==> src/hw/cart_settings.svh <==
// cartridge MBC settings
// download header offsets, ROM word and cart RAM address widths
`ifndef CART_SETTINGS_SVH
`define CART_SETTINGS_SVH

// download port, byte addressed, one 16-bit word per strobe
`define CART_DL_ADDR_W      25

// header words in the image
`define CART_HDR_TYPE_ADDR  25'h146     // high byte = cartridge type
`define CART_HDR_SIZE_ADDR  25'h148     // {ram size, rom size}

// external ROM, 16-bit words, 10 bank bits + 12 offset bits
`define CART_ROM_WORD_W     22

// cart RAM, 16 banks of 8 KiB
`define CART_RAM_ADDR_W     17

`endif

==> src/hw/cart_pkg.sv <==
// cartridge state types
// mapper kind, decoded header and the CPU written bank registers
package cart_pkg;

	////////////////////////////////////////////////////////////
	// mapper kind, decoded from header byte 0x147
	////////////////////////////////////////////////////////////
	typedef enum logic [2:0] {
		MBC_NONE = 3'd0,    // 32k flat ROM
		MBC1     = 3'd1,
		MBC2     = 3'd2,    // 512 x 4 bit internal RAM
		MBC3     = 3'd3,    // has the clock registers
		MBC5     = 3'd4     // 9 bit rom bank
	} mbc_kind_e;

	// decoded header, valid one clock after the size word
	typedef struct packed {
		mbc_kind_e   kind;      // 3 bits
		logic [8:0]  rom_mask;  // rom bank mirroring
		logic [3:0]  ram_mask;  // ram bank mirroring
	} cart_header_t;

	////////////////////////////////////////////////////////////
	// bank register state, written through 0000-7FFF
	////////////////////////////////////////////////////////////
	typedef struct packed {
		logic [8:0]  rom_bank;    // mbc1-3 use [6:0], mbc5 all 9
		logic [3:0]  ram_bank;    // 4 bits only on mbc5
		logic        mbc1_mode;   // 0 = 16/8 mode, 1 = 4/32 mode
		logic        rtc_mode;    // mbc3 clock regs mapped at A000
		logic        ram_enable;  // 0A written to 0000-1FFF
		logic        spare;       // always 0
	} bank_state_t;

endpackage

==> src/hw/cpu_bus_pkg.sv <==
// bus types for the cartridge slot
// CPU request, image download word, 8 KiB address region
`include "cart_settings.svh"

package cpu_bus_pkg;

	// CPU side, one byte per request
	typedef struct packed {
		logic [15:0] addr;
		logic        rd;
		logic        wr;
		logic [7:0]  di;    // write data from cpu
	} cpu_req_t;

	// download side, one word per strobe
	typedef struct packed {
		logic [`CART_DL_ADDR_W-1:0] addr;   // byte address, even
		logic [15:0]                data;   // high byte = odd address
		logic                       wr;
	} dl_wr_t;

	// addr[15:13]
	typedef enum logic [2:0] {
		REG_RAM_EN   = 3'd0,    // 0000-1FFF
		REG_ROM_BANK = 3'd1,    // 2000-3FFF
		REG_RAM_BANK = 3'd2,    // 4000-5FFF
		REG_MODE     = 3'd3,    // 6000-7FFF
		VRAM_8       = 3'd4,
		CRAM_A       = 3'd5,    // A000-BFFF cart ram
		WRAM_C       = 3'd6,
		HIGH_E       = 3'd7
	} cart_region_e;

endpackage

==> src/hw/rom_address_map.sv <==
// ROM address mapper
// CPU address plus bank state to external ROM word address and byte select
`timescale 1ns/1ps
`include "cart_settings.svh"

module rom_address_map (
	input  cpu_bus_pkg::cpu_req_t       cpu,
	input  cart_pkg::cart_header_t      header,
	input  cart_pkg::bank_state_t       banks,
	output logic [`CART_ROM_WORD_W-1:0] rom_word_addr,
	output logic                        rom_byte_sel
);

	logic [8:0] sel_bank;     // effective 16k bank for 4000-7FFF
	logic [9:0] bank_field;   // 8k page, top of the word address

	////////////////////////////////////////////////////////////
	// effective bank, masked for mirroring
	////////////////////////////////////////////////////////////
	always_comb begin
		case (header.kind)
			cart_pkg::MBC1: begin
				// mode 0: ram bank bits drive rom a20-a19
				sel_bank = {2'b00, (banks.mbc1_mode ? 2'b00 : banks.ram_bank[1:0]),
					banks.rom_bank[4:0]} & header.rom_mask;
			end
			cart_pkg::MBC2, cart_pkg::MBC3: begin
				sel_bank = {2'b00, banks.rom_bank[6:0]} & header.rom_mask;
			end
			cart_pkg::MBC5: sel_bank = banks.rom_bank & header.rom_mask;
			default:        sel_bank = 9'd0;
		endcase
	end

	always_comb begin
		if (header.kind == cart_pkg::MBC_NONE) begin
			bank_field = {8'd0, cpu.addr[14:13]};           // plain 32k
		end else begin
			case (cpu.addr[15:14])
				2'b00:   bank_field = {9'd0, cpu.addr[13]};     // fixed bank 0
				2'b01:   bank_field = {sel_bank, cpu.addr[13]}; // switchable bank
				default: bank_field = 10'd0;
			endcase
		end
	end

	assign rom_word_addr = {bank_field, cpu.addr[12:1]};
	assign rom_byte_sel  = cpu.addr[0];                     // 1 = high byte of the word

endmodule

==> config.mk <==
export PLATFORM = sky130hd
export DESIGN_NAME = rom_address_map
export DESIGN_NICKNAME = d
export VERILOG_FILES = /design/src/hw/cart_pkg.sv /design/src/hw/cpu_bus_pkg.sv /design/src/hw/rom_address_map.sv
export VERILOG_INCLUDE_DIRS = /design/src /design/src/hw
export SDC_FILE = /design/constraint.sdc
export NUM_CORES = 1
export LEC_CHECK = 0
export BUFFER_PORTS_ARGS = -buffer_cell sky130_fd_sc_hd__buf_2
export CORE_MARGIN = 2
export CORE_UTILIZATION = 18
export DETAILED_ROUTE_END_ITERATION = 8
export PLACE_DENSITY = 0.8
export SLEW_MARGIN = 10
export SYNTH_ARGS = -nofsm -noshare
export SYNTH_HDL_FRONTEND = slang
export SYNTH_SLANG_ARGS = --single-unit
==> constraint.sdc <==
create_clock -name vclk -period 0.9
set_clock_uncertainty 0.2 [all_clocks]
set_input_delay 0.045 -clock vclk [all_inputs]
set_output_delay 0.045 -clock vclk [all_outputs]
set_load 0.01 [all_outputs]
== Yosys cells after proc, flatten, opt, wreduce, memory -nomap -nowiden ==
Index checks and enable logic that the tools add are counted.
W data, S select, Z words.

* Equal/unequal tests: 5
* Muxes and demuxes: 4
* Bitwise gates (word level): 3
* Reduce and logical (&&, ||, !) cells: 3

{| class="wikitable"
|+ Operators with widths
! kind !! number
|-
| $pmux W9 S3 || 1
|-
| $pmux W10 S2 || 1
|-
| $and A7 B9 Y9 || 2
|-
| $mux W10 || 1
|-
| $and A9 B9 Y9 || 1
|-
| $eq A3 B2 Y1 const B || 2
|-
| $eq A3 B1 Y1 const B || 1
|-
| $eq A3 B3 Y1 const B || 1
|-
| $logic_not A3 Y1 || 1
|-
| $eq A2 B1 Y1 const B || 1
|-
| $logic_not A2 Y1 || 1
|-
| $mux W2 || 1
|-
| $reduce_or A2 Y1 || 1
|}

* Register bits: 0
* Bits of input ports: 59
* Output and inout port bits: 23
* Logic and storage cells: 15

== Longest topological paths before layout ==
* Word-level depth: 5
* Depth in mapped cells: 3
* Mapped depth without buffers: 3

== Least setup slack after synthesis ==
No wires, ideal clock.

* Path kind: input to output
* Start: input port header[13] (netlist bit)
* End: output port rom_word_addr[14]
* Data arrival time: 0.794 ns
* Required time: 0.655 ns
* Setup slack: -0.139 ns
* Stages on the path: 3
* Path buffers: 0
* Cell sequence: or3_4 > and3_4 > and3_1

* Word-level cells in the longest chain between the ends: 5
* Elaborated cells between the ends (all ways): 9
* Those cells by class: eq/ne: 4; mux: 3; reduce/logical: 2

{| class="wikitable"
|+ Ends and longest elaborated chain
! element !! RTL line !! source
|-
| start, declared || rom_address_map.sv:8 || <nowiki>input cart_pkg::cart_header_t header,</nowiki>
|-
| $eq A3 B2 Y1 || rom_address_map.sv:21 || <nowiki>case (header.kind)</nowiki>
|-
| $reduce_or A2 Y1 || rom_address_map.sv:21 ||
|-
| $pmux W9 S3 || rom_address_map.sv:21 ||
|-
| $pmux W10 S2 || rom_address_map.sv:39 || <nowiki>case (cpu.addr[15:14])</nowiki>
|-
| $mux W10 * || rom_address_map.sv:36 || <nowiki>if (header.kind == cart_pkg::MBC_NONE) begin</nowiki>
|-
| end, declared || rom_address_map.sv:10 || <nowiki>output logic [`CART_ROM_WORD_W-1:0] rom_word_addr,</nowiki>
|}

Every way passes the cells marked *; elsewhere a longest branch is shown, timed or not.

== Final worst setup path ==
* Start: input port header[14] (netlist bit)
* End: output port rom_word_addr[15]

Same word-level chain as after synthesis.

==> results.sh <==
export IMPL_start_util_pct=18.7
export IMPL_fin_util_pct=44.6
export IMPL_design_seq_count=0
export IMPL_grt_antenna_before_repair=0
export IMPL_hold_viol=0
export IMPL_swShare_pct=40.3
export IMPL_area_growth_pct=139
export IMPL_via_per_inst=4.78
export IMPL_clockPowerShare_pct=0
export IMPL_grt_pass1_wl_microns=1630
export IMPL_combPwrFrac_pct=100.0
export IMPL_dp_hpwl_microns=886
export IMPL_crit_start="header[14]"
export IMPL_final_nets=144
export IMPL_multi_input_area_sq_um=228
export IMPL_fin_ws_ns=-0.311
export IMPL_grt_use_total_pct=11.1
export IMPL_worst_slew_pin_slew_ns=0.203
export IMPL_antennaDiodeCount=0
export IMPL_fin_crit_sh_pct=135
export IMPL_die_w_microns=43.1
export IMPL_core_area_sq_mm=0.00147
export IMPL_synth_common_cells="13 x buf_4, 7 x and3_1, 4 x nand2_1, 3 x o21ai_0"
export IMPL_antenna_left=0
export IMPL_rsz0062_at_grt="yes"
export IMPL_die_area_sq_mm=0.00186
export IMPL_dr_pass1_iters=2
export IMPL_slowest_stage="or3_4"
export IMPL_syn_nets=99
export IMPL_drt_iter0_markers=1
export IMPL_rows=14
export IMPL_cp_end_kind="primary output"
export IMPL_vias=473
export IMPL_worstPathCellList="buf_6 -> or3_4 -> and3_4 -> and3_4 -> buf_6"
export IMPL_relSlewSlack_pct=86.5
export IMPL_clock_buffer_count=0
export IMPL_worst_setup_path_type="input pin to primary output"
export IMPL_yosysWarnings=0
export IMPL_drive_gt1_share_pct=68.7
export IMPL_portBuffers=37
export IMPL_critPathMaxStageDelay_ns=0.38
export IMPL_violations="setup timing"
export IMPL_synth_cells=40
export IMPL_cellPowerDensity_mw_per_mm2=375
export IMPL_seqCellArea_sq_um=0
export IMPL_ir_drop_uv=142
export IMPL_io_pins=82
export IMPL_syn_area_sq_um=275
export IMPL_status="finished with violations"
export IMPL_grt_ovfl_total=0
export IMPL_critPathLaunchType="input pin"
export IMPL_syn_avg_cell_area_sq_um=6.88
export IMPL_worstPathMaxFanout=4
export IMPL_hold_path_class="input pin to primary output"
export IMPL_slew_violations=0
export IMPL_synth_most_common_cell="buf_4"
export IMPL_min_delay_path_depth=3
export IMPL_nFillCells=148
export IMPL_p_leak_nw=0.348
export IMPL_switchingPower_w=0.0000993
export IMPL_cp_required_ns=0.65
export IMPL_cp_endpoint="rom_word_addr[15]"
export IMPL_placed_area_sq_um=433
export IMPL_finalInstanceArea_sq_um=657
export IMPL_critPathArrivalTime_ns=0.97
export IMPL_gp_congestion=0.716
export IMPL_grt_max_degree=7
export IMPL_wl_per_cell_microns=11.5
export IMPL_fmax_mhz=826
export IMPL_drt_wl_total_microns=1140
export IMPL_seqPwrFrac_pct=0
export IMPL_grt_pass1_vias=435
export IMPL_synth_top_area_cell="buf_4"
export IMPL_drv_cap=0
export IMPL_intPower_w=0.000147
export IMPL_drc=0
export IMPL_setup_viol=10
export IMPL_die_h_microns=43.1
export IMPL_synth_area_leaders="buf_4 35%, and3_1 16%, o2111a_1 8.2%"
export IMPL_min_period_ns=1.21
export IMPL_synth_distinct_cells=14
export IMPL_seq_area_frac_synth_pct=0
export IMPL_synth_top_area_share_pct=35.5
==> routing by layer <==
metal / wire length (microns) / GRT usage [%]
met2: 645 / 26.0
met4: 0 / 0
met1: 313 / 9.62
met3: 177 / 1.70
met5: 0 / 0
==> worst max-delay path: cells and delay by family <==
family,cells,cell delay [ns]
buffers and inverters,2,0.21
and+or+nand+nor,3,0.72
==> placed cells by master (no fill, tap or decap) <==
cell type      count
buf_2             31
dlygate4sd3_1     13
buf_6              7
and3_4             5
buf_4              5
and3_1             3
nand2_2            2
nand2_1            2
o32ai_2            2
inv_1              2
o21ai_0            2
o2111a_1           2
a21boi_2           2
nor2b_4            1
nor2_2             1
or3_4              1
o21ai_1            1
nand4b_1           1
==> cell families (layout without fill, tap and decap cells) <==
logic type      after synthesis  in the layout  synth area share, %
simple gates                 16             16                 36.4
buf+inv                      15             58                 38.2
compound gates                9              9                 25.5
==> stage by stage <==
step	cells	TNS, ns	hold WS [ns]	setup WS (ns)	total power, W
2_1_floorplan	40	-0.455	-0.0182	-0.0934	0.000104
3_3_place_gp	84	-2.65	-0.110	-0.334	0.000139
3_5_place_dp	84	-2.80	-0.110	-0.351	0.000146
4_1_cts	99	-2.45	0.197	-0.310	0.000242
5_1_grt	99	-2.70	0.221	-0.337	0.000265
6_report	99	-2.32	0.207	-0.311	0.000246
==> how the worst min path moves through the flow <==
stage | start | end | slack, ns
6_report | banks[16] | rom_word_addr[21] | 0.21
5_1_grt | banks[16] | rom_word_addr[21] | 0.22
4_1_cts | cpu[25] | rom_word_addr[12] | 0.20
3_5_place_dp | cpu[21] | rom_word_addr[10] | -0.11
3_3_place_gp | cpu[21] | rom_word_addr[10] | -0.11
2_1_floorplan | cpu[10] | rom_byte_sel | -0.02
==> power by group through the flow <==
stage               clock network (W)  registers, W  logic [W]
finish                              0             0   0.000246
global route                        0             0   0.000265
CTS                                 0             0   0.000242
detailed placement                  0             0   0.000146
global placement                    0             0   0.000139
floorplan                           0             0   0.000104
==> cell type report <==
class / instances / share of cell area, %
inverter: 2 / 1.14
tap: 16 / 3.05
multi-input combinational: 25 / 34.7
timing repair buffer: 56 / 61.1
==> repair_timing <==
item | in CTS | in global routing
cloned | 0 | 0
setup endpoints to repair | 10 | 10
resized for setup | 14 | 4
hold endpoints to repair | 13 | 0
hold buffers | 13 | 0
pin swaps | 8 | 3
setup buffers | 2 | 0
Power figures use the tool's default switching activity.
