<file path="src/hw/cart_settings.svh">
// cartridge MBC settings
// download header offsets, ROM word and cart RAM address widths
`ifndef CART_SETTINGS_SVH
`define CART_SETTINGS_SVH

// download port, byte addressed, one 16-bit word per strobe
`define CART_DL_ADDR_W      25

// header words in the image
`define CART_HDR_TYPE_ADDR  25'h146     // high byte = cartridge type
`define CART_HDR_SIZE_ADDR  25'h148     // {ram size, rom size}

// external ROM, 16-bit words, 10 bank bits + 12 offset bits
`define CART_ROM_WORD_W     22

// cart RAM, 16 banks of 8 KiB
`define CART_RAM_ADDR_W     17

`endif

</file>
<file path="src/hw/cart_pkg.sv">
// cartridge state types
// mapper kind, decoded header and the CPU written bank registers
package cart_pkg;

	////////////////////////////////////////////////////////////
	// mapper kind, decoded from header byte 0x147
	////////////////////////////////////////////////////////////
	typedef enum logic [2:0] {
		MBC_NONE = 3'd0,    // 32k flat ROM
		MBC1     = 3'd1,
		MBC2     = 3'd2,    // 512 x 4 bit internal RAM
		MBC3     = 3'd3,    // has the clock registers
		MBC5     = 3'd4     // 9 bit rom bank
	} mbc_kind_e;

	// decoded header, valid one clock after the size word
	typedef struct packed {
		mbc_kind_e   kind;      // 3 bits
		logic [8:0]  rom_mask;  // rom bank mirroring
		logic [3:0]  ram_mask;  // ram bank mirroring
	} cart_header_t;

	////////////////////////////////////////////////////////////
	// bank register state, written through 0000-7FFF
	////////////////////////////////////////////////////////////
	typedef struct packed {
		logic [8:0]  rom_bank;    // mbc1-3 use [6:0], mbc5 all 9
		logic [3:0]  ram_bank;    // 4 bits only on mbc5
		logic        mbc1_mode;   // 0 = 16/8 mode, 1 = 4/32 mode
		logic        rtc_mode;    // mbc3 clock regs mapped at A000
		logic        ram_enable;  // 0A written to 0000-1FFF
		logic        spare;       // always 0
	} bank_state_t;

endpackage

</file>
<file path="src/hw/cpu_bus_pkg.sv">
// bus types for the cartridge slot
// CPU request, image download word, 8 KiB address region
`include "cart_settings.svh"

package cpu_bus_pkg;

	// CPU side, one byte per request
	typedef struct packed {
		logic [15:0] addr;
		logic        rd;
		logic        wr;
		logic [7:0]  di;    // write data from cpu
	} cpu_req_t;

	// download side, one word per strobe
	typedef struct packed {
		logic [`CART_DL_ADDR_W-1:0] addr;   // byte address, even
		logic [15:0]                data;   // high byte = odd address
		logic                       wr;
	} dl_wr_t;

	// addr[15:13]
	typedef enum logic [2:0] {
		REG_RAM_EN   = 3'd0,    // 0000-1FFF
		REG_ROM_BANK = 3'd1,    // 2000-3FFF
		REG_RAM_BANK = 3'd2,    // 4000-5FFF
		REG_MODE     = 3'd3,    // 6000-7FFF
		VRAM_8       = 3'd4,
		CRAM_A       = 3'd5,    // A000-BFFF cart ram
		WRAM_C       = 3'd6,
		HIGH_E       = 3'd7
	} cart_region_e;

endpackage

</file>
<file path="src/hw/mbc_bank_regs.sv">
// MBC bank registers
// CPU writes to 0000-7FFF select rom bank, ram bank, mode and ram enable
`timescale 1ns/1ps

module mbc_bank_regs (
	input  logic                   clk_sys,
	input  logic                   reset,
	input  logic                   cart_download,
	input  logic                   cpu_ce,
	input  cpu_bus_pkg::cpu_req_t  cpu,
	input  cart_pkg::cart_header_t header,
	output cart_pkg::bank_state_t  banks
);

	cpu_bus_pkg::cart_region_e region;
	logic                      wr_en;
	logic                      is_mbc5;

	assign region  = cpu_bus_pkg::cart_region_e'(cpu.addr[15:13]);
	assign wr_en   = cpu.wr && cpu_ce;                  // one write per cpu cycle
	assign is_mbc5 = (header.kind == cart_pkg::MBC5);

	////////////////////////////////////////////////////////////
	// register writes
	////////////////////////////////////////////////////////////
	always_ff @(posedge clk_sys) begin
		if (reset || cart_download) begin               // new image restarts banking
			banks.rom_bank   <= 9'd1;
			banks.ram_bank   <= 4'd0;
			banks.mbc1_mode  <= 1'b0;
			banks.rtc_mode   <= 1'b0;
			banks.ram_enable <= 1'b0;
			banks.spare      <= 1'b0;
		end else if (wr_en) begin
			case (region)
				cpu_bus_pkg::REG_RAM_EN: begin
					banks.ram_enable <= (cpu.di[3:0] == 4'hA);  // any other value disables
				end

				cpu_bus_pkg::REG_ROM_BANK: begin
					if (is_mbc5) begin
						if (cpu.addr[12])
							banks.rom_bank[8] <= cpu.di[0];     // 3000-3FFF high bit
						else
							banks.rom_bank[7:0] <= cpu.di;      // 2000-2FFF, bank 0 allowed
					end else if (cpu.di[6:0] == 7'd0) begin
						banks.rom_bank <= 9'd1;                 // bank 0 maps to 1
					end else begin
						banks.rom_bank <= {2'b00, cpu.di[6:0]};
					end
				end

				cpu_bus_pkg::REG_RAM_BANK: begin
					case (header.kind)
						cart_pkg::MBC3: begin
							if (cpu.di[3]) begin
								banks.rtc_mode <= 1'b1;         // 08-0C select a clock reg
							end else begin
								banks.rtc_mode <= 1'b0;
								banks.ram_bank <= {2'b00, cpu.di[1:0]};
							end
						end
						cart_pkg::MBC5: banks.ram_bank <= cpu.di[3:0];
						default:        banks.ram_bank <= {2'b00, cpu.di[1:0]};
					endcase
				end

				cpu_bus_pkg::REG_MODE: begin
					if (header.kind == cart_pkg::MBC1)
						banks.mbc1_mode <= cpu.di[0];
				end

				default: ;  // 8000-FFFF not ours
			endcase
		end
	end

	// rom bank 0 only reachable on mbc5, header comes from the capture block
	a_rom_bank_nonzero: assert property (@(posedge clk_sys) disable iff (reset)
		!is_mbc5 |-> (banks.rom_bank != 9'd0));

endmodule

</file>
<file path="config.mk">
export PLATFORM = sky130hd
export DESIGN_NAME = mbc_bank_regs
export DESIGN_NICKNAME = d
export VERILOG_FILES = /design/src/hw/cart_pkg.sv /design/src/hw/cpu_bus_pkg.sv /design/src/hw/mbc_bank_regs.sv
export VERILOG_INCLUDE_DIRS = /design/src /design/src/hw
export SDC_FILE = /design/constraint.sdc
export NUM_CORES = 1
export LEC_CHECK = 0
export ABC_AREA = 1
export BUFFER_PORTS_ARGS = -buffer_cell sky130_fd_sc_hd__buf_2
export CAP_MARGIN = 10
export CORE_MARGIN = 2
export CORE_UTILIZATION = 34
export DETAILED_ROUTE_END_ITERATION = 10
export MAX_ROUTING_LAYER = met4
export PLACE_DENSITY_LB_ADDON = 0.25
export SLEW_MARGIN = 20
export SYNTH_ARGS = -nofsm -noshare
export SYNTH_HDL_FRONTEND = slang
export SYNTH_SLANG_ARGS = --single-unit
</file>
<file path="constraint.sdc">
create_clock -name clk_sys -period 0.8 [get_ports clk_sys]
set_input_delay 0.04 -clock clk_sys [delete_from_list [all_inputs] [get_ports clk_sys]]
set_output_delay 0.04 -clock clk_sys [all_outputs]
set_load 0.1 [all_outputs]
</file>
Word level (Yosys, flattened, before mapping)
Cells that the tools add are included.
{"block": "word_totals", "register_bits": 16, "out_inout_bits": 17}
{"block": "classes", "reduce_logical": 10, "eq_ne": 10, "mux": 7}
{"cell": "3-bit AND reduction", "count": 5}
{"cell": "3-bit by 2-bit == test with 1-bit output (second input constant)", "count": 3}
{"cell": "9-bit 2-to-1 mux", "count": 1}
{"cell": "8-bit 2-to-1 mux", "count": 1}
{"cell": "4-bit one-hot mux with 2 select lines", "count": 1}
{"cell": "7-bit zero test", "count": 1}
{"cell": "7-bit 2-to-1 mux", "count": 1}
{"cell": "3-bit by 1-bit == test with 1-bit output (second input constant)", "count": 2}
{"cell": "2-bit inequality test (second input constant)", "count": 3}
{"cell": "4-bit == test (second input constant)", "count": 1}
{"cell": "4-bit 2-to-1 mux", "count": 1}
{"cell": "3-bit == test (second input constant)", "count": 1}
{"cell": "3-bit zero test", "count": 1}
{"cell": "1-bit 2-to-1 mux", "count": 2}
{"cell": "2-bit AND reduction", "count": 1}
{"cell": "1-bit logical AND", "count": 1}
{"cell": "1-bit logical OR", "count": 1}

Longest topological paths before layout
{"block": "logic_depth", "word_depth": 3, "mapped_depth": 7, "mapped_depth_nobuf": 7}

Worst setup path after synthesis
No wires, ideal clock.
{"block": "synth_path", "path_type": "flip-flop to flip-flop", "startpoint": "register, netlist name banks[15]", "endpoint": "register banks[15] in the netlist's numbering", "path_buffers": 0, "arrival_time_ns": 1.226, "t_required_ns": 0.733, "path_slack_ns": -0.493, "stages_incl_launch_ff": 3, "setup_time_ns": 0.067, "period_less_slack_ns": 1.293, "cell_sequence": "dfxtp_1 -> nand2_1 -> a21oi_2"}
{"item": "end, declared", "line_no": "mbc_bank_regs.sv:12", "text": "output cart_pkg::bank_state_t banks"}

Final worst setup path
{"block": "layout_path", "startpoint": "register banks[13] in the netlist's numbering", "endpoint": "output port banks[13] in the netlist's numbering"}
No word-level cell between the ends.

==> key figures <==
Layout
  • Share of cells above drive strength 1: 0.4464
  • Final nets: 215
  • Multi-input logic area: about 420 sq um
  • Largest register FFs: 16
  • Final Util: 0.6342
  • Most common cell after layout, fill and taps aside: nor2_1
  • Area Growth Syn to Fin: 74.69%
  • Antenna cells: 0
  • Fin cells: about 200
  • Commonest cells after routing, fill and taps aside: 26 x nor2_1, 21 x nand2_1, 19 x buf_2
  • Register Area: about 380 sq um
  • Largest Register: banks
  • Leading registers by flop count: banks (16)
  • Fillers: around 220

Floorplan
  • Die X-Extent: about 53 microns
  • DIE HEIGHT: about 53 microns
  • Die Area: roughly 2800 sq um
  • Initial Utilization: 0.3630
  • IO Count: 63
  • Core footprint: 2233 sq um
  • # rows: 17

CTS
  • Clock transition at path regs: 0.09 ns
  • Clock Tree Buf Depth: 2
  • TritonCTS clock tree: done
  • Root Buffer Master: clkbuf_4
  • CTS Sinks: 16
  • Number of H-tree levels: 1
  • Skew-Pair Late Insertion Delay: 0.29 ns
  • TritonCTS Buffers: 3

Synthesis
  • Post-Syn Instances: approximately 120
  • Yosys reg bits: 16
  • Post-synth ARST share: 0
  • YS warnings: 0
  • Post-Synthesis Cell Area: a little over 800 sq um
  • Largest area contributor in the netlist: dfxtp_1
  • Synth Area in XOR/XNOR: 0
  • Synthesized area per cell: between 6 and 7 sq um
  • Synth top area share: 0.3951
  • Top cells by area, synth: dfxtp_1 40%, nor2_1 12%, nand2_1 9.7%, nand3_1 7.4%, inv_1 6.9%
  • Post-synth EDFFs: 0
  • Seq/Total Area, Yosys: 0.3951
  • Synth Net Count: between 150 and 200
  • Main synth FF type: dfxtp_1
  • Post-Synth Adder-Cell Area: 0
  • Compound-gate portion of the synthesized area: 0.1065
  • Main combinational cell family by area after synthesis: simple AND/OR/NAND/NOR gates
  • Post-synthesis simple-gate area fraction: 0.4012
  • Mux cell area share after synthesis: 0
  • Distinct cells, synth: 20

Pwr
  • Net Sw Frac: 0.2972
  • Power density cells: about 1000 nW/um^2
  • Logic pwr share: 0.192
  • Total power: between 1 and 1.5 mW
  • Internal power: roughly 1.0 mW
  • Reported net switching power: 0.4389 mW
  • Clk pwr share: 0.297
  • Peak supply drop: a little over 0.001 V
  • Leakage: 0.6122 nW
  • Sequential fraction of design power: 0.511

STA
  • Minimum clock period: slightly below 0.9 ns
  • Final Hold Fails: 0
  • Final worst slack: -0.07045 ns
  • Tcrit/Tclk final: 1.088
  • Hold_ws: about 0.017 ns
  • RSZ-0062 raised after global routing: true
  • Final setup vio count: 16
  • Clock Skew: 0 ns
  • Max Fclk: 1.149 GHz
  • Max Slew Vio Count: 0

Global routing
  • Initial antenna violation count: 0
  • Tot GR Track Use: 0.1767
  • First-pass GRT wire length: roughly 3500 microns
  • Largest net degree at the start of global routing: 14
  • GRT overflow: 0
  • Number of global-route vias before repair: around 900

Worst setup path
  • CP top delay family: flip-flops
  • Worst Path Required: between 0.7 and 0.8 ns
  • Worst path arrival time: slightly above 0.8 ns
  • CP Launch Type: flop
  • CP cell instances: buf_12
  • Crit path max fanout: 2
  • Worst Setup End Kind: output port
  • Bufs and invs on worst path: 1
  • Crit Path Category: flop to output port
  • Slowest CP cell: dfxtp_4
  • CP max stage delay: roughly 0.37 ns

Route
  • Initial DRT Pass Iterations: 4
  • Vias per inst: ~4.7
  • Antenna-violating nets left: 0
  • Initial DRC count: 10
  • DRC violations left: 0
  • Routed wire per std cell: between 10 and 15 microns
  • Vias: a little over 900
  • Routed WL: approximately 2100 microns

Placed design
  • PortBufs: 35
  • Placed insts: 188
  • GP Congestion: approximately 0.81
  • DP Wirelength: between 1500 and 2000 microns

Status
  • Outcome: finished, violations left
  • Violated checks: negative setup slack

Worst hold path
  • Hold WC Path Type: input pin to flop

Job
  • MaxCap Viol Count: 0
==> final timing paths <==
kind / cells past startpoint / end / startpoint / slack (ns)
worst min register to register: 2 / banks[8]$_SDFFE_PP1P_ / banks[8]$_SDFFE_PP1P_ / 0.51
worst max-delay path: 1 / banks[13] / banks[13]$_SDFFE_PP0P_ / -0.07
worst max register to register: 3 / banks[7]$_SDFFE_PP0P_ / banks[7]$_SDFFE_PP0P_ / 0.04
worst min-delay path: 3 / banks[14]$_SDFFE_PP0P_ / cpu[6] / 0.02
==> through the flow <==
step	setup TNS (ns)	setup WS (ns)	instance area, sq um
5_1_grt	-1.581	-0.1045	1416
3_5_place_dp	-1.234	-0.1228	1354
3_3_place_gp	-0.8135	-0.08193	1354
2_1_floorplan	-0.01268	-0.01268	870.8
4_1_cts	-1.248	-0.08377	1395
6_report	-1.042	-0.07045	1416
==> per-layer routing <==
| layer | part of all wire | vias up | track usage |
|---|---|---|---|
| met2 | 0.53 | 24 | 0.3146 |
| li1 | - | 475 | - |
| met3 | 0.056 | 4 | 0.05143 |
| met5 | 0 | - | - |
| met1 | 0.40 | 410 | 0.1785 |
| met4 | 0.016 | 0 | 0.07692 |
==> synth_stat cells (2+ instances only) <==
cell / count
o21ai_0: 7
nor2_2: 2
nor2_1: 26
nor2_4: 2
a21oi_1: 7
nand2_1: 21
inv_1: 15
dfxtp_1: 16
nor3_1: 2
nand3_1: 12
nand3_2: 2
==> kinds of logic after synthesis <==
kind of cell | after synthesis
simple gates | 70
buf+inv | 18
compound gates | 16
flops | 16
other cells | 1
==> final cells by class <==
type,count,area share
inverters,16,0.04417
clock buffers,3,0.01590
multi-input cells,87,0.2959
repair buffers,45,0.3481
well taps,28,0.02473
clock inverters,1,0.002650
flip-flops and latches,16,0.2686
==> power by group through the flow <==
stage                     sequential (mW)  combinational [mW]  clock [mW]
after floorplan                     0.809               0.117           0
after global placement              0.775               0.272           0
after detailed placement            0.775               0.277           0
after CTS                           0.756               0.279       0.458
after global routing                0.756               0.309       0.493
final                               0.755               0.283       0.439
==> timing repair <==
action                                  4_1_cts  5_1_grt
endpoints found under the setup margin       16       17
setup buffers                                 2        1
hold buffers                                  0        1
hold endpoints to repair                      0        1
resized for setup                             0        1
No activity file was read; power rests on OpenSTA's default activity.
