===== config.mk =====
export PLATFORM = sky130hd
export DESIGN_NAME = cart_header_capture
export DESIGN_NICKNAME = d
export VERILOG_FILES = /design/src/hw/cart_pkg.sv /design/src/hw/cpu_bus_pkg.sv /design/src/hw/cart_header_capture.sv
export VERILOG_INCLUDE_DIRS = /design/src /design/src/hw
export SDC_FILE = /design/constraint.sdc
export NUM_CORES = 1
export LEC_CHECK = 0
export ABC_AREA = 1
export BUFFER_PORTS_ARGS = -buffer_cell sky130_fd_sc_hd__buf_2
export CORE_UTILIZATION = 38
export DETAILED_ROUTE_END_ITERATION = 7
export GPL_TIMING_DRIVEN = 0
export HOLD_SLACK_MARGIN = 0.12
export PLACE_DENSITY = 0.74
export SYNTH_ARGS = -nofsm -noshare
export SYNTH_HDL_FRONTEND = slang
export SYNTH_SLANG_ARGS = --single-unit

===== constraint.sdc =====
create_clock -name clk_sys -period 2.1 [get_ports clk_sys]
set_input_delay 0 -clock clk_sys [delete_from_list [all_inputs] [get_ports clk_sys]]
set_output_delay 0 -clock clk_sys [all_outputs]
set_load 0.01 [all_outputs]

===== src/hw/cart_settings.svh =====
// cartridge MBC settings
// download header offsets, ROM word and cart RAM address widths
`ifndef CART_SETTINGS_SVH
`define CART_SETTINGS_SVH

// download port, byte addressed, one 16-bit word per strobe
`define CART_DL_ADDR_W      25

// header words in the image
`define CART_HDR_TYPE_ADDR  25'h146     // high byte = cartridge type
`define CART_HDR_SIZE_ADDR  25'h148     // {ram size, rom size}

// external ROM, 16-bit words, 10 bank bits + 12 offset bits
`define CART_ROM_WORD_W     22

// cart RAM, 16 banks of 8 KiB
`define CART_RAM_ADDR_W     17

`endif


===== src/hw/cart_pkg.sv =====
// cartridge state types
// mapper kind, decoded header and the CPU written bank registers
package cart_pkg;

	////////////////////////////////////////////////////////////
	// mapper kind, decoded from header byte 0x147
	////////////////////////////////////////////////////////////
	typedef enum logic [2:0] {
		MBC_NONE = 3'd0,    // 32k flat ROM
		MBC1     = 3'd1,
		MBC2     = 3'd2,    // 512 x 4 bit internal RAM
		MBC3     = 3'd3,    // has the clock registers
		MBC5     = 3'd4     // 9 bit rom bank
	} mbc_kind_e;

	// decoded header, valid one clock after the size word
	typedef struct packed {
		mbc_kind_e   kind;      // 3 bits
		logic [8:0]  rom_mask;  // rom bank mirroring
		logic [3:0]  ram_mask;  // ram bank mirroring
	} cart_header_t;

	////////////////////////////////////////////////////////////
	// bank register state, written through 0000-7FFF
	////////////////////////////////////////////////////////////
	typedef struct packed {
		logic [8:0]  rom_bank;    // mbc1-3 use [6:0], mbc5 all 9
		logic [3:0]  ram_bank;    // 4 bits only on mbc5
		logic        mbc1_mode;   // 0 = 16/8 mode, 1 = 4/32 mode
		logic        rtc_mode;    // mbc3 clock regs mapped at A000
		logic        ram_enable;  // 0A written to 0000-1FFF
		logic        spare;       // always 0
	} bank_state_t;

endpackage


===== src/hw/cpu_bus_pkg.sv =====
// bus types for the cartridge slot
// CPU request, image download word, 8 KiB address region
`include "cart_settings.svh"

package cpu_bus_pkg;

	// CPU side, one byte per request
	typedef struct packed {
		logic [15:0] addr;
		logic        rd;
		logic        wr;
		logic [7:0]  di;    // write data from cpu
	} cpu_req_t;

	// download side, one word per strobe
	typedef struct packed {
		logic [`CART_DL_ADDR_W-1:0] addr;   // byte address, even
		logic [15:0]                data;   // high byte = odd address
		logic                       wr;
	} dl_wr_t;

	// addr[15:13]
	typedef enum logic [2:0] {
		REG_RAM_EN   = 3'd0,    // 0000-1FFF
		REG_ROM_BANK = 3'd1,    // 2000-3FFF
		REG_RAM_BANK = 3'd2,    // 4000-5FFF
		REG_MODE     = 3'd3,    // 6000-7FFF
		VRAM_8       = 3'd4,
		CRAM_A       = 3'd5,    // A000-BFFF cart ram
		WRAM_C       = 3'd6,
		HIGH_E       = 3'd7
	} cart_region_e;

endpackage


===== src/hw/cart_header_capture.sv =====
// cartridge header capture
// grabs type and size bytes out of the download stream and decodes mapper and masks
`timescale 1ns/1ps
`include "cart_settings.svh"

module cart_header_capture (
	input  logic                  clk_sys,
	input  logic                  reset,
	input  logic                  cart_download,
	input  cpu_bus_pkg::dl_wr_t   dl,
	output cart_pkg::cart_header_t header
);

	logic [7:0] type_byte;  // 0x147
	logic [7:0] rom_size;   // 0x148
	logic [7:0] ram_size;   // 0x149

	////////////////////////////////////////////////////////////
	// capture
	////////////////////////////////////////////////////////////
	always_ff @(posedge clk_sys) begin
		if (reset) begin
			type_byte <= 8'h00;
			rom_size  <= 8'h00;
			ram_size  <= 8'h00;
		end else if (cart_download && dl.wr) begin
			if (dl.addr == `CART_HDR_TYPE_ADDR)
				type_byte <= dl.data[15:8];         // odd byte of the word
			if (dl.addr == `CART_HDR_SIZE_ADDR)
				{ram_size, rom_size} <= dl.data;
		end
	end

	////////////////////////////////////////////////////////////
	// decode
	////////////////////////////////////////////////////////////
	always_comb begin
		case (type_byte)
			8'd1, 8'd2, 8'd3:                       header.kind = cart_pkg::MBC1;
			8'd5, 8'd6:                             header.kind = cart_pkg::MBC2;
			8'd15, 8'd16, 8'd17, 8'd18, 8'd19:      header.kind = cart_pkg::MBC3;
			8'd25, 8'd26, 8'd27, 8'd28, 8'd29, 8'd30: header.kind = cart_pkg::MBC5;
			default:                                header.kind = cart_pkg::MBC_NONE;
		endcase

		// rom size n -> 2^(n+1) banks of 16k
		case (rom_size)
			8'd1:    header.rom_mask = 9'h003;  // 64k
			8'd2:    header.rom_mask = 9'h007;
			8'd3:    header.rom_mask = 9'h00F;
			8'd4:    header.rom_mask = 9'h01F;  // 512k
			8'd5:    header.rom_mask = 9'h03F;
			8'd6:    header.rom_mask = 9'h07F;  // 2M
			8'd7:    header.rom_mask = 9'h0FF;
			8'd8:    header.rom_mask = 9'h1FF;  // 8M on mbc5 only
			default: header.rom_mask = 9'h07F;  // 0 and the odd 52-54 sizes
		endcase

		case (ram_size)
			8'd1, 8'd2: header.ram_mask = 4'h0;  // 2k or 8k in a single bank
			8'd3:       header.ram_mask = 4'h3;  // 32k
			default:    header.ram_mask = 4'hF;  // 128k
		endcase
	end

	// an X type byte would drop into the default and pass for a flat rom
	a_type_known: assert property (@(posedge clk_sys) disable iff (reset)
		!$isunknown(type_byte));

endmodule


Word level (Yosys, flattened, before mapping)
Memories as Yosys holds them, arrays and structs flattened. A register that Yosys moved wholly into a read port is not among the register bits.
Cells that the tools add are included.
- register bits after elaboration: 24
- bits in read-only memories: 208
- input bits: 45
- word-level logic and storage cells: 23
- memories: 2
- memories (memory ; depth ; bits a word ; rd ports ; clocked after Yosys merged registers in ; write ports ; line ; RTL):
    (name not given) ; 16 ; 7 ; 1 ; 1 ; 0 ; cart_header_capture.sv:47 ; case (rom_size)
    (name not given) ; 32 ; 3 ; 1 ; 1 ; 0 ; cart_header_capture.sv:38 ; case (type_byte)
- equality and inequality tests: 5
- muxes and demuxes: 7
- reduce and logical (&&, ||, !) cells: 6
- operator list (kind ; number):
    equality test 25 x 9 -> 1 bit (second input constant) ; 2
    equality test 8 x 2 -> 1 bit (second input constant) ; 2
    two-way mux 5 bit ; 2
    two-way mux 9 bit ; 1
    equality test 8 x 1 -> 1 bit (second input constant) ; 1
    two-way mux 4 bit ; 2
    case mux 4 bit (2 select lines) ; 1
    logical NOT 4 bit ; 1
    AND reduction 2 bit ; 2
    logical NOT 3 bit ; 1
    two-way mux 3 bit ; 1
    OR reduction 2 bit ; 1
    logical AND 1 bit ; 1

Longest topological paths before layout
Gate-level depths: netlist of run 1.
- word-level depth: 4
- depth in mapped cells: 14
- gate-level depth less buffers: 13

Least setup slack after synthesis of run 1
No wires, ideal clock.
- kind: input to register
- from: input port dl[36] (netlist bit)
- to: register with a tool-made name
- library setup time: 0.112 ns
- data arrival time: 1.394 ns
- setup slack: 0.593 ns
- stages on the path: 12
- path buffers: 1
- path through: nor2_1 > nand3_1 > nor2_4 > nand3_1 > buf_2 > o211ai_2 > inv_1 > ha_1 > nand2_1 > nand2_1 > nand2_1 > nand2_1
- RTL lines (what ; line ; RTL):
    start: declaration ; cart_header_capture.sv:10 ; input cpu_bus_pkg::dl_wr_t dl,

==> metrics.txt, run 1 <==
status=finished, violations left; failing checks=DRC; io pins=61; CTS sink count=34; synthesized area=1860 µm²; CP required=2.28 ns; fmax=0.665 GHz; depth of the CTS H-tree=2; Max stage delay on crit path=0.28 ns; HPWL after DPL=2650 µm; Crit-path slowest cell=ha_1; FP Rows=25; internal power=0.950 mW; Critical Path Sink Type=flip-flop; setup TNS=0 ns; Clk network pwr share=0.384; met1 usage=0.160; post-CTS sizing=0; Via Count=1608; CTS max path bufs=2; crit path DAT=1.68 ns; vias per std cell=4.22; DIE AREA=5170 µm²; number of synthesized flops with an enable pin=0; # fillers=451; period utilization=0.716; max-cap viol count=0; top cell type's share of synthesized area=0.366; area of the multi-input gates=871 µm²; post-route minimum period=1.50 ns; number of buffers created by CTS=5; Pleak=1.22 nW; Core Area=4720 µm²; wire per inst=8.91 µm; busiest layer in global routing=met2; gpl congestion=0.772; synth top area cells=dfxtp_1 (37%), inv_1 (11%), a211oi_2 (8.1%), nor2_1 (6.5%), nand2_1 (5.5%); initial antenna violation count=0; largest net degree at the start of global routing=11; All-Layer GR Usage=0.146; # port buffers=57; Reg area=681 µm²; fin nets=365; placed cell area=2230 µm²; fraction of layout cells with a size suffix above 1=0.357; post-CTS setup buffer count=0; Synth warnings=0; Power Density=492 nW/µm²; CP Launch Type=input port; synthesized flop and latch total=34; DIE HEIGHT=71.9 µm; final count of negative-setup-slack endpoints=0; maximum fanout along the worst path=10; GR Layer Usage met2=0.267; cell mode on critical path=nand2_1; Syn Inst Count=237; Switching Power=0.252 mW; Worst Hold Class=input port to flip-flop; fin area=2440 µm²; sequential fraction of the synthesis area=0.366; initial DRC count=47; Synth area leader=dfxtp_1; Final ANT Viol Nets=0; global-route wire length before repair=5880 µm; Overflow after GRT=0; Root Driver=clkbuf_8; Post-synth ARST share=0; crit-path cells=buf_2, nor2_1, nand3_1, nor2_4, nand3_1, buf_2, o211ai_2, inv_1, ha_1, nand2_1, nand2_1, nand2_1, nand2_1; Final Hold Vio Count=0; register share of total power=0.536; Primary FF master, synth=dfxtp_1; max_slew headroom=0.568; syn avg cell area=7.84 µm²; final WL=3400 µm; number of global-route vias before repair=1521; GRT met3 Usage=0.0333; Final Skew=0.00459 ns; Slew Limit Fails=0; switching share of power=0.210; Slew @ Worst Pin=0.648 ns; Syn-to-layout area delta=31.5%; clock-pin slew on the worst setup and hold paths=0.06 ns; die width=71.9 µm; initial core utilization=0.393; worst-case vdd ir drop=0.207 mV; unique cell type count in the Yosys netlist=31; RSZ-0062 raised after global routing=no; worst setup path class=input port to flip-flop; Clk Latency, worst-skew pair=0.28 ns; combinational share of power=0.080; DRC=2; drt first pass iters=6; TritonCTS clock tree=built; diode count=0
==> cell type report <==
cell class	count	share of cell area
multi-input cells	132	0.356
flip-flops and latches	34	0.279
repair buffers	70	0.170
inverters	62	0.0958
well taps	67	0.0343
clock buffers	6	0.0338
plain buffers	10	0.0312
==> power groups by stage <==
| stage | clock (mW) | sequential [mW] | combinational (mW) |
|---|---|---|---|
| after floorplan | 0 | 0.659 | 0.0294 |
| after global placement | 0 | 0.659 | 0.0772 |
| after detailed placement | 0 | 0.659 | 0.0779 |
| after CTS | 0.480 | 0.645 | 0.0964 |
| after global routing | 0.498 | 0.644 | 0.107 |
| final | 0.462 | 0.645 | 0.0960 |
==> final timing paths <==
check                                          startpoint                         to  slack [ns]  depth (start not counted)
worst max-delay path                               dl[38]                  flip-flop        0.60                         13
worst min register to register  type_byte[6]$_SDFFE_PP0N_  type_byte[6]$_SDFFE_PP0N_        0.46                          2
worst max register to register   rom_size[1]$_SDFFE_PP0N_                  flip-flop        0.90                          7
worst min-delay path                                dl[1]   rom_size[0]$_SDFFE_PP0N_        0.14                          5
==> kinds of logic (layout without fill, tap and decap cells) <==
kind of cell / Yosys count / after routing / share of synthesized area
other cells: 1 / 2 / 0.00202
fa+ha+maj: 5 / 5 / 0.0337
flops: 34 / 34 / 0.366
buf+inv: 72 / 148 / 0.167
simple gates: 105 / 105 / 0.314
compound gates: 20 / 20 / 0.117
==> cell usage in the layout (no fill, tap or decap), types with 2 or more instances in the layout <==
cell           count
a211oi_1           4
nor2_1            32
or2_2              5
nand3_1           15
inv_2              5
nand4_1            7
conb_1             2
ha_1               5
dlygate4sd3_1     13
buf_2             58
clkbuf_8           6
dfxtp_1           34
nand3_2            5
a211oi_2          12
nor2_8             2
nand2_4            3
nor4_1             2
buf_6              3
nor2_4             2
buf_4              4
nor2_2             2
clkinv_1           3
inv_1             53
nand2_1           27
o211ai_2           2
==> Yosys cell counts (all sizes together) (2+ instances only) <==
cell type,n
nand3,21
dfxtp,34
nor4,2
a211oi,16
nor2,38
buf,9
nand4,7
nand2,30
o211ai,3
clkinv,4
or2,6
inv,58
ha,5
==> worst max-delay path, delay by kind of cell <==
family | cells | cell delay (ns)
and+or+nand+nor | 8 | 0.83
buffers and inverters | 3 | 0.37
adders and majority gates | 1 | 0.28
AOI/OAI and AO/OA | 1 | 0.19
==> routing by layer <==
layer	wire [µm]	share of wire
met2	1650	0.49
met4	67	0.020
met5	0	0
met3	164	0.048
met1	1510	0.44
==> metrics by stage <==
step	power [mW]	instances	hold WS, ns	util	setup WS, ns
CTS	1.22	381	0.139	0.517	0.549
detailed placement	0.737	362	0.291	0.472	0.308
global route	1.25	381	0.157	0.517	0.341
global placement	0.736	362	0.283	0.472	0.347
floorplan	0.689	238	0.144	-	0.593
finish	1.20	381	0.143	0.517	0.596
==> timing repair <==
action | 4_1_cts | 5_1_grt
hold buffers | 13 | 0
endpoints found under the setup margin | 0 | 0
endpoints found under the hold margin | 18 | 0
(Power assumes the default switching activity.)
==> inputs of run 2 (changes only) <==
--- a/config.mk
+++ b/config.mk
@@ -6,13 +6,13 @@
 export SDC_FILE = /design/constraint.sdc
 export NUM_CORES = 1
 export LEC_CHECK = 0
-export ABC_AREA = 1
+export ABC_AREA = 0
 export BUFFER_PORTS_ARGS = -buffer_cell sky130_fd_sc_hd__buf_2
 export CORE_UTILIZATION = 38
 export DETAILED_ROUTE_END_ITERATION = 7
 export GPL_TIMING_DRIVEN = 0
 export HOLD_SLACK_MARGIN = 0.12
-export PLACE_DENSITY = 0.74
+export PLACE_DENSITY = 0.77
 export SYNTH_ARGS = -nofsm -noshare
 export SYNTH_HDL_FRONTEND = slang
 export SYNTH_SLANG_ARGS = --single-unit
==> constraint.sdc (replaced) <==
create_clock -name clk_sys -period 1.3 [get_ports clk_sys]
set_input_delay 0 -clock clk_sys [delete_from_list [all_inputs] [get_ports clk_sys]]
set_output_delay 0 -clock clk_sys [all_outputs]
set_load 0.01 [all_outputs]
==> run 2 against run 1 <==
Against the previous run:
- sequential cell count unchanged
- largest cell class unchanged
- first-iteration DRC count increased by 96%
- via count increased by 13%
- largest power group unchanged
- die area decreased by 5.8%
- sequential share of layout area decreased by 3.0 points
- clock skew increased by 0.0018 ns
- cell count decreased by 6.3%
- global-route usage increased by 4.7 points
- register-to-register slack got worse by 1.1 ns
- the flow finishes with violations (setup timing)
- highest routed layer unchanged
- critical path type unchanged
- wire length increased by 36%
==> metrics.txt, run 2 <==
Pleak=1.14 nW; PnR worst setup slack=-0.666 ns; Final Skew=0.00637 ns; max-cap viol count=0; io pins=61; period utilization=1.51; Synth warnings=0; Hold Path Origin=dl[1]; Crit-path slowest cell=or3_1; fin nets=354; setup TNS=-4.59 ns; clock-pin slew on the worst setup and hold paths=0.07 ns; synthesized flop and latch total=34; Overflow after GRT=0; Final Hold Vio Count=0; Power Density=752 nW/µm²; die width=69.8 µm; Critical Path Sink Type=flip-flop; DRC=0; initial DRC count=92; # port buffers=58; Clk Latency, worst-skew pair=0.30 ns; R2R setup slack=-0.21 ns; CTS max path bufs=2; drt first pass iters=5; Syn Inst Count=212; fraction of layout cells with a size suffix above 1=0.430; Power Total=2.08 mW; Hold WS=0.0203 ns; DIE AREA=4870 µm²; fmax=0.509 GHz; largest net degree at the start of global routing=11; DIE HEIGHT=69.8 µm; worst-case vdd ir drop=0.478 mV; post-route minimum period=1.97 ns; gpl congestion=0.904; final count of negative-setup-slack endpoints=15; CP startpoint=dl[33]; RSZ-0062 raised after global routing=yes; FF-to-FF path depth=4; r2r startpoint=rom_size[2]$_SDFFE_PP0N_; CP Launch Type=input port; synth top area cells=dfxtp_1 (39%), nand2_1 (7.7%), a21oi_1 (5.2%), mux2i_1 (4.6%), ha_1 (3.6%); TritonCTS clock tree=built; # fillers=353; final WL=4600 µm; CP required=1.54 ns; worst setup path class=input port to flip-flop; Core Area=4380 µm²; Via Count=1819; Primary FF master, synth=dfxtp_1; hold depth=3; All-Layer GR Usage=0.192; maximum fanout along the worst path=3; synthesized area=1750 µm²; Worst Hold Class=input port to flip-flop; Syn-to-layout area delta=58.1%; status=finished, violations left; number of buffers created by CTS=5; Final ANT Viol Nets=0; depth of the CTS H-tree=2; unique cell type count in the Yosys netlist=43; Synth area leader=dfxtp_1; initial core utilization=0.399; vias per std cell=5.10; Root Driver=clkbuf_8; number of synthesized flops with an enable pin=0; utilization after layout=0.630; most common cell after layout, fill and taps aside=buf_2; failing checks=setup timing; HPWL after DPL=3010 µm; top cell type's share of synthesized area=0.389; syn avg cell area=8.24 µm²; crit-path cells=buf_6, nor4_4, nand4_4, or3_1, buf_6, mux2i_4, nor2_2, ha_2, nor2b_4, nand2_2, nor3b_2, mux2i_1, nand3_1; Post-synth ARST share=0; cell mode on critical path=buf_6; global-route wire length before repair=7500 µm; Max stage delay on crit path=0.39 ns; FP Rows=24; CTS sink count=34; number of global-route vias before repair=1731; diode count=0; wire per inst=12.9 µm; sequential fraction of the synthesis area=0.389; most frequent cells in the layout=buf_2 (48), nand2_1 (33), dfxtp_1 (29); Largest delay share family, worst path=simple AND/OR/NAND/NOR gates; cell with the most instances after synthesis=nand2_1; CP bufs+invs=2; Synth top cells by count=nand2_1 (36), dfxtp_1 (34), a21oi_1 (18); Hold EP=rom_size[0]$_SDFFE_PP0N_; initial antenna violation count=0; Slew Limit Fails=0; crit path DAT=2.20 ns
## run 2: report_power, final
| part | total, mW | switching [mW] | internal, mW |
|---|---|---|---|
| registers | 1.04 | 0.00000000708 | 1.04 |
| clock network | 0.834 | 0.406 | 0.427 |
| logic | 0.202 | 0.0932 | 0.109 |
## run 2: per-layer routing
layer | vias to the layer above | global-route usage | wire length [µm] | part of all wire
li1 | 913 | - | - | -
met1 | 824 | 0.231 | 2000 | 0.43
met2 | 72 | 0.324 | 2250 | 0.49
met3 | 10 | 0.0407 | 254 | 0.055
met4 | 0 | 0.0933 | 104 | 0.023
met5 | - | 0 | 0 | 0
## run 2: worst max-delay path by stage
stage	to	slack, ns	cells past startpoint
5_1_grt	flip-flop	-0.80	13
3_5_place_dp	flip-flop	-1.24	12
2_1_floorplan	flip-flop	-0.84	11
3_3_place_gp	flip-flop	-1.21	12
4_1_cts	flip-flop	-0.68	12
6_report	flip-flop	-0.67	13
## run 2: layout make-up
class	count	area, µm²	share of cell area
clock buffer	7	86.3	0.0312
buffer	11	78.8	0.0285
timing repair buffer	85	592	0.214
multi-input combinational	162	1230	0.445
tap	52	65.1	0.0236
inverter	5	18.8	0.00679
sequential	34	687	0.249
clock inverter	1	5.00	0.00181
## run 2: kinds of logic after synthesis
kind of cell | share of synthesized area
adders and majority gates | 0.0358
and+or+nand+nor | 0.351
other | 0.00215
muxes | 0.0458
buffers and inverters | 0.0472
AOI/OAI and AO/OA | 0.129
DFF | 0.389
## run 2: stage by stage
stage | std cells | setup slack [ns] | instance area [µm²]
detailed placement | 323 | -1.24 | 2200
finish | 357 | -0.666 | 2760
global placement | 323 | -1.21 | 2200
global route | 357 | -0.804 | 2760
CTS | 357 | -0.679 | 2680
floorplan | 213 | -0.843 | 1840
## run 2: what timing repair did
| item | CTS | global route |
|---|---|---|
| hold endpoints to repair | 24 | 4 |
| gates resized for setup | 33 | 21 |
| setup buffers | 14 | 1 |
| hold buffers | 12 | 1 |
| endpoints found under the setup margin | 34 | 35 |
| pin swaps | 18 | 9 |
## run 2: worst min-delay path, delay by kind of cell
kind | cells | cell delay (ns)
buffers and inverters | 1 | 0.11
multiplexers | 1 | 0.07
AND/OR/NAND/NOR | 1 | 0.09
==> inputs of run 3 (changes only) <==
--- a/config.mk
+++ b/config.mk
@@ -8,11 +8,12 @@
 export LEC_CHECK = 0
 export ABC_AREA = 0
 export BUFFER_PORTS_ARGS = -buffer_cell sky130_fd_sc_hd__buf_2
-export CORE_UTILIZATION = 38
+export CORE_MARGIN = 3
+export CORE_UTILIZATION = 45
 export DETAILED_ROUTE_END_ITERATION = 7
 export GPL_TIMING_DRIVEN = 0
 export HOLD_SLACK_MARGIN = 0.12
-export PLACE_DENSITY = 0.77
+export PLACE_DENSITY = 0.87
 export SYNTH_ARGS = -nofsm -noshare
 export SYNTH_HDL_FRONTEND = slang
 export SYNTH_SLANG_ARGS = --single-unit
==> constraint.sdc (replaced) <==
create_clock -name clk_sys -period 1.3 [get_ports clk_sys]
set_input_delay 0 -clock clk_sys [delete_from_list [all_inputs] [get_ports clk_sys]]
set_output_delay 0 -clock clk_sys [all_outputs]
set_load 0.05 [all_outputs]
==> run 3 against run 2 <==
Against the previous run:
- the flow still finishes with violations (setup timing)
- die area decreased by 4.2%
- maximum frequency decreased by 3.8%
- combinational power increased by 18%
- largest cell class unchanged
- final area increased by 11%
==> metrics.txt, run 3 (synthesized netlist as in run 2, its figures left out) <==
status=finished, violations left; failing checks=setup timing; cell mode on critical path=buf_6; Slew @ Worst Pin=0.549 ns; gpl congestion=0.849; pre-CTS setup slack=-1.20 ns; io pins=61; Placed Cells=319; max_slew headroom=0.634; Worst Hold Class=input port to flip-flop; HPWL after DPL=3190 µm; Core Area=3720 µm²; number of buffers created by CTS=5; global-route wire length before repair=8630 µm; initial antenna violation count=0; worst setup path class=input port to flip-flop; initial core utilization=0.470; worst-case vdd ir drop=0.529 mV; Hold Path Origin=dl[10]; crit-path cells=buf_6, nor4_4, nand4_4, or3_1, buf_6, mux2i_4, nor2_2, ha_2, nor2b_4, nand2_2, buf_4, a31oi_1, a2111oi_2; Clk Latency, worst-skew pair=0.30 ns; vias per std cell=5.82; Pleak=1.32 nW; CP Launch Type=input port; largest net degree at the start of global routing=11; crit path DAT=2.20 ns; Slew Limit Fails=0; Hold WS=0.141 ns; DIE AREA=4670 µm²; CTS sink count=34; All-Layer GR Usage=0.249; period utilization=1.57; setup TNS=-5.77 ns; final WL=6610 µm; DIE HEIGHT=68.3 µm; CTS max path bufs=2; max-cap viol count=0; FF-to-FF path depth=8; initial DRC count=243; fin area=3080 µm²; most frequent cells in the layout=buf_2 (36), nand2_1 (32), dfxtp_1 (28); Via Count=2119; Syn-to-layout area delta=75.9%; Crit-path slowest cell=or3_1; final count of negative-setup-slack endpoints=30; wire per inst=18.2 µm; FP Rows=22; Max stage delay on crit path=0.37 ns; hold depth=4; clock-pin slew on the worst setup and hold paths=0.07 ns; Power Density=692 nW/µm²; TritonCTS clock tree=built; fraction of layout cells with a size suffix above 1=0.487; number of global-route vias before repair=1943; Hold EP=type_byte[1]$_SDFFE_PP0N_; r2r startpoint=type_byte[1]$_SDFFE_PP0N_; Non-Filler Instances=364; maximum fanout along the worst path=4; RSZ-0062 raised after global routing=yes; drt first pass iters=5; Root Driver=clkbuf_8; DRC=0; Overflow after GRT=0; Final Hold Vio Count=0; # port buffers=58; fin nets=365; placed cell area=2210 µm²; post-route minimum period=2.04 ns; fmax=0.490 GHz; Final Skew=0.00996 ns; Final ANT Viol Nets=0; R2R setup slack=-0.23 ns; Critical Path Sink Type=flip-flop; depth of the CTS H-tree=2; die width=68.3 µm; PnR worst setup slack=-0.743 ns; CP required=1.46 ns; most common cell after layout, fill and taps aside=buf_2; diode count=0
## run 3: changes by cell type in the layout (fill, tap and decap cells not counted), sizes merged
cell         change
buf              +9
dlygate4sd3      +2
## run 3: timing repair
action / 4_1_cts / 5_1_grt
gates resized for setup: 61 / 42
endpoints found under the setup margin: 38 / 41
hold buffers: 14 / 1
endpoints found under the hold margin: 24 / 2
buffers inserted: 13 / 13
pin swaps: 17 / 23
## run 3: area by class of cell
type                    count  area (µm²)
multi-input cells         162        1320
repair buffers             97         812
flip-flops and latches     34         688
fillers                   196         641
clock buffers               7        86.3
plain buffers              10        83.8
well taps                  48        60.1
inverters                   5        18.8
clock inverters             1        5.00
## run 3: worst max path at each step
stage | start | endpoint | slack (ns) | cells past startpoint
finish | dl[33] | flip-flop | -0.74 | 13
global route | dl[37] | flip-flop | -0.84 | 13
CTS | dl[33] | flip-flop | -0.67 | 12
detailed placement | dl[32] | flip-flop | -1.20 | 12
global placement | dl[32] | flip-flop | -1.19 | 12
floorplan | dl[41] | flip-flop | -0.84 | 11
## run 3: stage by stage
| stage | power [mW] | utilization |
|---|---|---|
| after floorplan | 1.12 | - |
| final | 2.13 | 0.828 |
| after CTS | 2.08 | 0.748 |
| after detailed placement | 1.22 | 0.596 |
| after global placement | 1.22 | 0.596 |
| after global routing | 2.18 | 0.828 |
## run 3: where the power goes
group | internal, mW | total (mW) | switching (mW) | leakage, nW
sequential | 1.04 | 1.04 | 0.00000000974 | 0.277
combinational | 0.122 | 0.239 | 0.117 | 0.993
clock | 0.428 | 0.849 | 0.422 | 0.0482
## run 3: critical path: cells and delay by family
kind            cells  cell delay (ns)
fa+ha+maj           1             0.16
simple gates        6             1.21
mux                 1             0.19
buf+inv             3             0.37
compound gates      2             0.26
## run 3: metal layers
metal | global-route usage | wire length [µm] | up-vias
met5 | 0 | 0 | -
met4 | 0.107 | 255 | 0
met3 | 0.0690 | 560 | 33
met2 | 0.457 | 3490 | 150
met1 | 0.262 | 2310 | 995
li1 | - | - | 941
